==> src/hw/fma_pkg.sv <==
// Shared definitions for the floating-point multiply-accumulate cell
// Single-precision word layout, bias and the widths used inside the
// pipeline for products and accumulated sums

package fma_pkg;

    // --------------------------------------------------
    // IEEE single-precision format
    // --------------------------------------------------
    localparam int FLOAT_W  = 32;
    localparam int EXP_W    = 8;
    localparam int MAN_W    = 23;
    localparam int EXP_BIAS = 127;

    // --------------------------------------------------
    // Internal number widths
    // --------------------------------------------------

    // Product of two 24-bit mantissas, hidden ones included
    localparam int PROD_MAN_W = 2 * (MAN_W + 1);

    // Signed biased exponent, with headroom above and below the field
    localparam int ACC_EXP_W = 10;

    // Answer word given for a dot product that saw a bad input
    localparam logic [FLOAT_W-1:0] ERROR_WORD = '1;

    // --------------------------------------------------
    // Operand word
    // --------------------------------------------------
    typedef struct packed {
        logic             sign;
        logic [EXP_W-1:0] exp;   // Biased exponent
        logic [MAN_W-1:0] man;   // Stored fraction, hidden one dropped
    } float_fields_t;

    // Raw bits on the ports, fields for checking and arithmetic
    typedef union packed {
        logic [FLOAT_W-1:0] raw;
        float_fields_t      f;
    } float_word_u;

endpackage : fma_pkg

==> src/hw/fma_if.sv <==
// Inter-stage links of the multiply-accumulate pipeline
// Both use valid/ready: a transfer happens when valid and ready are high
// together, and the payload holds while valid waits for ready

// --------------------------------------------------
// Operand pair, capture to multiply
// --------------------------------------------------
interface operand_pair_if;
    import fma_pkg::*;

    logic        valid;
    logic        ready;
    float_word_u a;
    float_word_u b;
    logic        last;   // DOT_LEN-th pair of a dot product
    logic        err;    // Denormal, infinity or NaN seen

    modport source (output valid, a, b, last, err, input ready);
    modport sink   (input valid, a, b, last, err, output ready);

endinterface : operand_pair_if

// --------------------------------------------------
// Product or finished sum
// --------------------------------------------------
interface product_if;
    import fma_pkg::*;

    logic                        valid;
    logic                        ready;
    logic                        sign;
    logic signed [ACC_EXP_W-1:0] exp;  // Biased, may leave the 8-bit range
    logic [PROD_MAN_W-1:0]       man;  // Hidden one at bit PROD_MAN_W-2
    logic                        last;
    logic                        err;

    modport source (output valid, sign, exp, man, last, err, input ready);
    modport sink   (input valid, sign, exp, man, last, err, output ready);

endinterface : product_if

==> src/hw/fma_operand_capture.sv <==
// Operand capture stage
// Receiving side of the four-phase operand handshake. Registers each
// pair, checks both words for denormal, infinite and NaN values, and
// marks every DOT_LEN-th pair as the last of its dot product

module fma_operand_capture #(
    parameter int DOT_LEN = 4
) (
    input  logic                        clk,
    input  logic                        rst,
    input  logic                        in_req,
    output logic                        in_ack,
    input  logic [fma_pkg::FLOAT_W-1:0] in_a,
    input  logic [fma_pkg::FLOAT_W-1:0] in_b,
    operand_pair_if.source              out
);
    import fma_pkg::*;

    localparam int CNT_W = $clog2(DOT_LEN + 1);

    float_word_u      a_w;
    float_word_u      b_w;
    logic             take;
    logic             last_pair;
    logic [CNT_W-1:0] count;   // Pairs taken so far in this dot product

    // All-ones exponent is inf/NaN, zero exponent with fraction is denormal
    function automatic logic is_bad(input float_word_u w);
        return (w.f.exp == '1) || ((w.f.exp == '0) && (w.f.man != '0));
    endfunction

    assign a_w.raw = in_a;
    assign b_w.raw = in_b;

    // New request, not yet acked, and room in the output register
    assign take      = in_req && !in_ack && (!out.valid || out.ready);
    assign last_pair = (count == CNT_W'(DOT_LEN - 1));

    // --------------------------------------------------
    // Handshake and pair counter
    // --------------------------------------------------
    always_ff @(posedge clk) begin
        if (rst) begin
            in_ack    <= 1'b0;
            out.valid <= 1'b0;
            count     <= '0;
        end else begin
            if (take) begin
                in_ack <= 1'b1;
            end else if (!in_req) begin
                in_ack <= 1'b0;   // Source has let go, close the cycle
            end

            if (take) begin
                out.valid <= 1'b1;
            end else if (out.ready) begin
                out.valid <= 1'b0;
            end

            if (take) begin
                count <= last_pair ? '0 : count + 1'b1;
            end
        end
    end

    // Pair payload
    always_ff @(posedge clk) begin
        if (take) begin
            out.a    <= a_w;
            out.b    <= b_w;
            out.last <= last_pair;
            out.err  <= is_bad(a_w) || is_bad(b_w);
        end
    end

    // Ack only ever answers a request seen on the cycle before
    a_ack_follows_req: assert property (
        @(posedge clk) disable iff (rst) $rose(in_ack) |-> $past(in_req)
    ) else $error("in_ack rose without a request");

endmodule : fma_operand_capture

==> src/hw/fma_multiply.sv <==
// Multiply stage
// Forms sign, biased exponent and full 48-bit mantissa product of one
// operand pair in a single cycle. A zero operand gives a zero product

module fma_multiply (
    input  logic            clk,
    input  logic            rst,
    operand_pair_if.sink    in,
    product_if.source       out
);
    import fma_pkg::*;

    logic                        zero_op;
    logic                        take;
    logic signed [ACC_EXP_W-1:0] exp_sum;
    logic [PROD_MAN_W-1:0]       man_prod;

    assign in.ready = !out.valid || out.ready;
    assign take     = in.valid && in.ready;

    always_comb begin
        zero_op = ((in.a.f.exp == '0) && (in.a.f.man == '0)) ||
                  ((in.b.f.exp == '0) && (in.b.f.man == '0));

        // Both exponents carry the bias, so remove one copy
        exp_sum = ACC_EXP_W'(in.a.f.exp) + ACC_EXP_W'(in.b.f.exp)
                  - ACC_EXP_W'(EXP_BIAS);

        man_prod = {1'b1, in.a.f.man} * {1'b1, in.b.f.man};  // Hidden ones back
    end

    always_ff @(posedge clk) begin
        if (rst) begin
            out.valid <= 1'b0;
        end else if (take) begin
            out.valid <= 1'b1;
        end else if (out.ready) begin
            out.valid <= 1'b0;
        end
    end

    // Product payload
    always_ff @(posedge clk) begin
        if (take) begin
            out.sign <= in.a.f.sign ^ in.b.f.sign;
            out.last <= in.last;
            out.err  <= in.err;
            if (zero_op) begin
                out.exp <= '0;
                out.man <= '0;
            end else begin
                out.exp <= exp_sum;
                out.man <= man_prod;
            end
        end
    end

endmodule : fma_multiply

==> src/hw/fma_accumulate.sv <==
// Accumulate stage
// Aligns each product to the running sum by exponent difference, adds
// or subtracts the magnitudes and renormalizes a carry. The sum and a
// sticky error flag are released on the last pair, then cleared

module fma_accumulate (
    input  logic          clk,
    input  logic          rst,
    product_if.sink       in,
    product_if.source     out
);
    import fma_pkg::*;

    logic                        take;

    // Running sum
    logic                        acc_sign;
    logic signed [ACC_EXP_W-1:0] acc_exp;
    logic [PROD_MAN_W-1:0]       acc_man;
    logic                        acc_err;

    // Product reduced to a single leading one
    logic signed [ACC_EXP_W-1:0] p_exp;
    logic [PROD_MAN_W-1:0]       p_man;

    logic                        prod_big;
    logic [ACC_EXP_W-1:0]        shift;
    logic                        big_sign;
    logic                        small_sign;
    logic signed [ACC_EXP_W-1:0] big_exp;
    logic [PROD_MAN_W-1:0]       big_man;
    logic [PROD_MAN_W-1:0]       aligned;
    logic [PROD_MAN_W-1:0]       raw_sum;
    logic                        nxt_sign;
    logic signed [ACC_EXP_W-1:0] nxt_exp;
    logic [PROD_MAN_W-1:0]       nxt_man;

    assign in.ready = !out.valid || out.ready;
    assign take     = in.valid && in.ready;

    // --------------------------------------------------
    // Align, add or subtract, normalize
    // --------------------------------------------------
    always_comb begin
        if (in.man[PROD_MAN_W-1]) begin   // Mantissa product reached 2.0
            p_man = in.man >> 1;
            p_exp = in.exp + 1;
        end else begin
            p_man = in.man;
            p_exp = in.exp;
        end

        // A zero side never sets the exponent
        prod_big = (acc_man == '0) || ((p_man != '0) && (p_exp > acc_exp));

        if (prod_big) begin
            shift      = p_exp - acc_exp;
            big_sign   = in.sign;
            big_exp    = p_exp;
            big_man    = p_man;
            small_sign = acc_sign;
            aligned    = acc_man >> shift;   // Shifted-out bits truncate
        end else begin
            shift      = acc_exp - p_exp;
            big_sign   = acc_sign;
            big_exp    = acc_exp;
            big_man    = acc_man;
            small_sign = in.sign;
            aligned    = p_man >> shift;
        end

        if (big_sign == small_sign) begin
            raw_sum  = big_man + aligned;
            nxt_sign = big_sign;
        end else if (big_man >= aligned) begin
            raw_sum  = big_man - aligned;
            nxt_sign = big_sign;
        end else begin
            raw_sum  = aligned - big_man;   // Equal exponents, smaller side wins
            nxt_sign = small_sign;
        end

        if (raw_sum[PROD_MAN_W-1]) begin
            nxt_man = raw_sum >> 1;
            nxt_exp = big_exp + 1;
        end else begin
            nxt_man = raw_sum;
            nxt_exp = big_exp;
        end
    end

    always_ff @(posedge clk) begin
        if (rst) begin
            acc_sign  <= 1'b0;
            acc_exp   <= '0;
            acc_man   <= '0;
            acc_err   <= 1'b0;
            out.valid <= 1'b0;
        end else begin
            if (take && in.last) begin
                acc_sign  <= 1'b0;
                acc_exp   <= '0;
                acc_man   <= '0;
                acc_err   <= 1'b0;
                out.valid <= 1'b1;
            end else begin
                if (take) begin
                    acc_sign <= nxt_sign;
                    acc_exp  <= nxt_exp;
                    acc_man  <= nxt_man;
                    acc_err  <= acc_err | in.err;
                end
                if (out.ready) out.valid <= 1'b0;
            end
        end
    end

    // Finished sum
    always_ff @(posedge clk) begin
        if (take && in.last) begin
            out.sign <= nxt_sign;
            out.exp  <= nxt_exp;
            out.man  <= nxt_man;
            out.last <= in.last;
            out.err  <= acc_err | in.err;
        end
    end

    a_out_on_last: assert property (
        @(posedge clk) disable iff (rst) $rose(out.valid) |-> $past(in.valid && in.last)
    ) else $error("Sum released before the last pair");

endmodule : fma_accumulate

==> src/hw/fma_answer_port.sv <==
// Answer port
// Left-normalizes a finished sum, packs it into a single-precision word
// and presents it on the four-phase answer handshake. An errored sum is
// given as the all-ones word with ans_error high

module fma_answer_port (
    input  logic                         clk,
    input  logic                         rst,
    product_if.sink                      in,
    output logic                         ans_req,
    input  logic                         ans_ack,
    output logic [fma_pkg::FLOAT_W-1:0]  ans_data,
    output logic                         ans_error
);
    import fma_pkg::*;

    localparam int HIDDEN = PROD_MAN_W - 2;
    localparam int LEAD_W = $clog2(PROD_MAN_W);

    localparam logic [1:0] S_IDLE = 2'd0;   // Ready for a sum
    localparam logic [1:0] S_PACK = 2'd1;
    localparam logic [1:0] S_REQ  = 2'd2;   // Waiting for ans_ack
    localparam logic [1:0] S_DROP = 2'd3;   // Waiting for ans_ack to fall

    logic [1:0]                  state;
    logic                        sum_sign;
    logic signed [ACC_EXP_W-1:0] sum_exp;
    logic [PROD_MAN_W-1:0]       sum_man;
    logic                        sum_err;
    logic [LEAD_W-1:0]           lead;
    logic [LEAD_W-1:0]           shift_amt;
    logic [PROD_MAN_W-1:0]       norm_man;
    logic signed [ACC_EXP_W-1:0] norm_exp;
    float_word_u                 word;

    assign in.ready = (state == S_IDLE);

    // --------------------------------------------------
    // Normalize and pack
    // --------------------------------------------------
    always_comb begin
        lead = '0;
        for (int i = 0; i <= HIDDEN; i++) begin
            if (sum_man[i]) lead = LEAD_W'(i);
        end
        shift_amt = LEAD_W'(HIDDEN) - lead;
        norm_man  = sum_man << shift_amt;
        norm_exp  = sum_exp - ACC_EXP_W'(shift_amt);

        word.f.sign = sum_sign;
        word.f.exp  = norm_exp[EXP_W-1:0];
        word.f.man  = norm_man[HIDDEN-1 -: MAN_W];   // Low bits truncate
        if (sum_err) begin
            word.raw = ERROR_WORD;
        end else if (sum_man == '0) begin
            word.raw = '0;   // Cancelled sum, positive zero
        end
    end

    always_ff @(posedge clk) begin
        if (rst) begin
            state     <= S_IDLE;
            ans_req   <= 1'b0;
            ans_error <= 1'b0;
        end else begin
            case (state)
                S_IDLE: if (in.valid) state <= S_PACK;
                S_PACK: begin
                    ans_req   <= 1'b1;
                    ans_error <= sum_err;
                    state     <= S_REQ;
                end
                S_REQ: begin
                    if (ans_ack) begin
                        ans_req <= 1'b0;
                        state   <= S_DROP;
                    end
                end
                default: if (!ans_ack) state <= S_IDLE;
            endcase
        end
    end

    always_ff @(posedge clk) begin
        if (in.valid && in.ready) begin
            sum_sign <= in.sign;
            sum_exp  <= in.exp;
            sum_man  <= in.man;
            sum_err  <= in.err;
        end
        if (state == S_PACK) ans_data <= word.raw;
    end

    a_data_stable: assert property (
        @(posedge clk) disable iff (rst)
        ($past(ans_req) && !$past(ans_ack) && ans_req) |-> $stable(ans_data) && $stable(ans_error)
    ) else $error("Answer changed during the handshake");

endmodule : fma_answer_port

==> src/hw/fma_cell.sv <==
// Floating-point multiply-accumulate cell
// Takes single-precision operand pairs over a four-phase handshake,
// sums DOT_LEN products, and returns each dot product over a second
// four-phase handshake. Four pipelined stages, several items in flight

module fma_cell #(
    parameter int DOT_LEN = 4
) (
    input  logic                        clk,
    input  logic                        rst,

    // Operand port
    input  logic                        in_req,
    output logic                        in_ack,
    input  logic [fma_pkg::FLOAT_W-1:0] in_a,
    input  logic [fma_pkg::FLOAT_W-1:0] in_b,

    // Answer port
    output logic                        ans_req,
    input  logic                        ans_ack,
    output logic [fma_pkg::FLOAT_W-1:0] ans_data,
    output logic                        ans_error
);

    operand_pair_if pair_if ();
    product_if      prod_if ();
    product_if      sum_if ();   // Finished dot products only

    fma_operand_capture #(
        .DOT_LEN (DOT_LEN)
    ) i_capture (
        .clk    (clk),
        .rst    (rst),
        .in_req (in_req),
        .in_ack (in_ack),
        .in_a   (in_a),
        .in_b   (in_b),
        .out    (pair_if.source)
    );

    fma_multiply i_multiply (
        .clk (clk),
        .rst (rst),
        .in  (pair_if.sink),
        .out (prod_if.source)
    );

    fma_accumulate i_accumulate (
        .clk (clk),
        .rst (rst),
        .in  (prod_if.sink),
        .out (sum_if.source)
    );

    fma_answer_port i_answer (
        .clk       (clk),
        .rst       (rst),
        .in        (sum_if.sink),
        .ans_req   (ans_req),
        .ans_ack   (ans_ack),
        .ans_data  (ans_data),
        .ans_error (ans_error)
    );

endmodule : fma_cell

==> config.mk <==
export PLATFORM = sky130hd
export DESIGN_NAME = fma_cell
export DESIGN_NICKNAME = d
export VERILOG_FILES = /design/src/hw/fma_pkg.sv /design/src/hw/fma_if.sv /design/src/hw/fma_operand_capture.sv /design/src/hw/fma_multiply.sv /design/src/hw/fma_accumulate.sv /design/src/hw/fma_answer_port.sv /design/src/hw/fma_cell.sv
export SDC_FILE = /design/constraint.sdc
export NUM_CORES = 2
export LEC_CHECK = 0
export BUFFER_PORTS_ARGS = -buffer_cell sky130_fd_sc_hd__buf_4
export CAP_MARGIN = 40
export CORE_UTILIZATION = 25
export DETAILED_ROUTE_END_ITERATION = 8
export PLACE_DENSITY = 0.5
export SETUP_SLACK_MARGIN = 0.02
export SYNTH_ARGS = -nofsm -noshare
export SYNTH_HDL_FRONTEND = slang
export SYNTH_HIERARCHICAL = 1
export SYNTH_SLANG_ARGS = --single-unit
==> constraint.sdc <==
create_clock -name clk -period 23.2 [get_ports clk]
set_input_delay 6.96 -clock clk [delete_from_list [all_inputs] [get_ports clk]]
set_output_delay 6.96 -clock clk [all_outputs]
set_load 0.01 [all_outputs]
* Yosys cells after proc, flatten, opt, wreduce, memory -nomap -nowiden *
Cells that the tools add are included.

word-level totals
  flip-flop bits (word level) = 346
  latch bits = 0
  memory bits (writable) = 0
  memory bits (read-only) = 0
  input bits = 68
  output and inout port bits = 35
  memories = 0

operators by class
  add/subtract/negate cells = 12
  multiply operators = 1
  divide/modulo/power cells = 0
  $lt $le $gt $ge = 2
  eq/ne operators = 10
  shift-type cells = 3
  multiplexer cells = 75
  bitwise logic cells = 2
  reductions and logical operators = 42

operator list
  operator                                                         count
  48-bit two-way mux                                               4
  48-bit logical NOT                                               2
  48-bit subtractor                                                2
  47-bit two-way mux                                               2
  6-bit two-way mux                                                15
  5-bit two-way mux                                                16
  48-bit adder                                                     1
  48-bit >= comparator                                             1
  24-bit by 24-bit multiplier with 48-bit output                   1
  48-bit nonzero test                                              1
  48-bit by 6-bit left shift with 46-bit output                    1
  47-bit by 10-bit right shift with 48-bit output                  1
  48-bit by 10-bit right shift with 48-bit output                  1
  23-bit logical NOT                                               2
  23-bit nonzero test                                              2
  8-bit logical NOT                                                4
  32-bit two-way mux                                               1
  4-bit two-way mux                                                8
  10-bit two-way mux                                               3
  10-bit by 2-bit adder with 10-bit output, second input constant  2
  10-bit subtractor                                                2
  8-bit equality test, second input constant                       2
  3-bit two-way mux                                                5
  1-bit two-way mux                                                14
  other kinds (26)                                                 54

* Longest topological paths before layout *
  word-level depth = 49
  depth in mapped cells = 41
  mapped depth without buffers = 31

* Modules after synthesis *
The synthesis kept the hierarchy.

modules (own cells, without submodules)
  module               times used  cells an instance  area each (sq um)  seq. area each (sq um)
  fma_accumulate       1           3,131              22,276.4           3,002.9
  fma_multiply         1           2,362              21,549.4           1,851.8
  fma_answer_port      1           593                6,827.8            2,782.7
  fma_operand_capture  1           117                2,402.3            2,082.0

* Least setup slack after synthesis *
Ideal clock, no wire load.

  kind = flip-flop to flip-flop
  start point = reg i_multiply.out.man[47]
  end point = reg i_accumulate.out.man[46] (data pin)
  library setup time = 0.262 ns
  data arrival time = 8.317 ns
  required time = 22.938 ns
  path slack = 14.621 ns
  cell stages (with the launch flop) = 35
  buffers on the path = 12
  cell sequence = edfxtp_1 > buf_2 > buf_2 > buf_2 > clkbuf_1 > buf_2 > xor2_1 > inv_1 > ha_1 > inv_1 > fa_1 > clkbuf_1 > buf_1 > clkbuf_1 > clkbuf_1 > a211oi_1 > a21oi_1 > mux2i_1 > mux2i_1 > a21oi_1 > o41ai_1 > ha_1 > a21o_1 > a21oi_1 > o21ai_0 > a22oi_1 > o21a_1 > a21oi_1 > a2111oi_0 > nor2_1 > or2_1 > buf_2 > buf_4 > buf_2 > or2_2

between the ends
  longest elaborated chain between the ends = 9

RTL lines
  what                                                       line                   text
  start: declaration                                         fma_if.sv:37           modport source (output valid, sign, exp, man, last, err, input ready);
  start signal: assignment                                   fma_multiply.sv:53     out.man <= man_prod;
  branches (longest 7 deep; another with 48-bit subtractor)  -
  48-bit two-way mux (*)                                     fma_accumulate.sv:72   if (big_sign == small_sign) begin
  47-bit two-way mux (*)                                     fma_accumulate.sv:83   if (raw_sum[PROD_MAN_W-1]) begin
  named net i_accumulate.nxt_man[46]                         fma_accumulate.sv:36   logic [PROD_MAN_W-1:0] nxt_man;
  end signal: assignment                                     fma_accumulate.sv:123  out.man <= nxt_man;
  end: declaration                                           fma_if.sv:37

Mark *: on every way through the listed nets, which the timed path passes.
A chain may end at the register's enable or synchronous reset.

* Worst setup path after layout *
  start point = reg i_multiply.out.man[47]
  end point = reg i_accumulate.acc_man[30]

between the ends
  longest elaborated chain between the ends = 9

RTL lines
  what                                                       line                   text
  branches (longest 7 deep; another with 48-bit subtractor)  -
  48-bit two-way mux (*)                                     fma_accumulate.sv:72
  47-bit two-way mux (*)                                     fma_accumulate.sv:83
  end signal: assignment                                     fma_accumulate.sv:110  acc_man <= nxt_man;
  end: declaration                                           fma_accumulate.sv:19   logic [PROD_MAN_W-1:0] acc_man;

Every way passes the cells marked *.

==> results.ini <==
[cells_and_area]
layout_common_cells = inv_1, nand2_1, fa_1, nor2_1, a21oi_1
final_nets = 7036
synthToLayoutAreaGrowth_pct = 10.2
drive_gt1_share_pct = 9.62
finalNonFillerCells = 8962
final_common_cell = inv_1
postLayoutCoreUtil_pct = 27.8

[clock_tree]
cts_hold_buf = 0
clkLatencyLatePin_ns = 0.60
cts_root_buf = clkbuf_16
clkTransAtPathRegs_ns = 0.07
cts_tree = done
clock_path_buffers = 3
cts_made_buffers = 39
postCtsSetupBuffers = 0
numClockSinks = 344
htreeDepth = 2
cts_resized = 0

[logic_synthesis]
syn_area_per_cell_um2 = 8.54
mappedNetlistArea_um2 = 53000
syn_nets = 7110
yosys_warnings = 6
synth_cells = 6200

[global_route]
grt_first_pass_wirelength_um = 323000
grt_max_degree = 63
grt_pass1_vias = 47600
grtUsageTotal_pct = 20.1
overflow = 0
antenna_found_initial = 8

[placement]
hpwlAfterDp_um = 171000
dpl_worst_slack_ns = 12.68
port_buffers = 102
gp_congestion = 1.02
dp.cells = 8890

[timing]
post-route-period-util_pct = 47.5
clock_skew_ns = 0.0316
fin_crit_ns = 11.02
grt_setup_unrepaired = no
setup_viol = 0
slew_viol_final = 0
slew_headroom_pct = 33.0
finalHoldViolCount = 0
layout_setup_ws_ns = 12.18
max_freq_ghz = 0.0908
worst_pin_slew_ns = 0.994
finalSetupTns_ns = 0

[critical_path]
end_kind = flip-flop
slowest_delay_ns = 0.84
cp_common_cell = o21ai_0
crit_type = flip-flop to flip-flop
cp-start-kind = flip-flop
cp_data_arrival_time_ns = 11.53
critPathMaxFanout = 58
cp.required_ns = 23.71
critPathSlowestCell = o21a_1

[drt]
vias = 48000
vias_per_cell = 5.35
drt_iter0_drc = 5006
drc_errors = 0
drt-wirelength-per-cell_um = 24.4
antenna_left = 0
wl_um = 219000
first_pass_iters = 8

[floorplan]
coreArea_um2 = 210000
initial_utilization_pct = 25.2
io_pins = 103
die_area_um2 = 214000
dieWidth_um = 462
num_rows = 168
fp.dieH_um = 462

[flow_run]
drv_cap = 0

[min_path]
hold_path.class = flip-flop to flip-flop

[run_status]
status = finished, final reports clean

[final timing paths]
path,from,slack (ns),endpoint,cells past startpoint
setup / recovery,i_multiply/out.man[47]$_SDFFCE_PP0P_,12.18,i_accumulate/acc_man[30]$_SDFFE_PP0P_,28
hold / removal,i_accumulate/out.exp[5]$_DFFE_PP_,0.42,i_answer/sum_exp[5]$_DFFE_PP_,0
setup reg to reg,i_multiply/out.man[47]$_SDFFCE_PP0P_,12.18,i_accumulate/acc_man[30]$_SDFFE_PP0P_,28
hold reg to reg,i_accumulate/out.exp[5]$_DFFE_PP_,0.42,i_answer/sum_exp[5]$_DFFE_PP_,0
[critical path, delay by kind of cell (launching register included)]
family	cells	cell delay (ns)
AO/OA/AOI/OAI	18	6.18
AND/OR/NAND/NOR	4	1.58
buffers and inverters	3	1.31
adder cells (fa/ha/maj)	2	1.08
XOR/XNOR	1	0.39
flip-flops	1	0.32
[area by class of cell]
| class | count | area [um^2] |
|---|---|---|
| diodes | 2 | 5.00 |
| fillers | 22500 | 152000 |
| flip-flops and latches | 344 | 9630 |
| clock buffers | 43 | 1010 |
| inverters | 789 | 2960 |
| well taps | 2805 | 3510 |
| clock inverters | 27 | 329 |
| multi-input cells | 4706 | 39100 |
| repair buffers | 246 | 1840 |
[metrics by stage]
step	area [um^2]	hold WS (ns)
5_1_grt	58400	0.424
3_5_place_dp	57000	0.405
6_report	58400	0.418
4_1_cts	58400	0.419
2_1_floorplan	53000	0.400
3_3_place_gp	56800	0.402
[per-layer routing]
metal	global-route usage [%]	wire length, um
met1	27.0	93500
met2	32.4	98700
met3	2.92	16100
met5	0	28
met4	7.78	10300
[state kept, by name (all words and copies together) (netlist names), 2 cells and up]
name,count
i_accumulate/out.man,47
i_accumulate/acc_man,47
i_answer/sum_man,48
i_answer/ans_data,32
i_answer/sum_exp,8
i_answer/state,2
i_accumulate/out.exp,8
i_multiply/out.man,48
i_multiply/out.exp,10
i_capture/out.b,32
i_capture/out.a,32
i_accumulate/acc_exp,10
i_capture/count,3
Power is left out: the tool's default activity adds up to more than one toggle a clock period on the data nets, which glitch-free logic cannot reach.
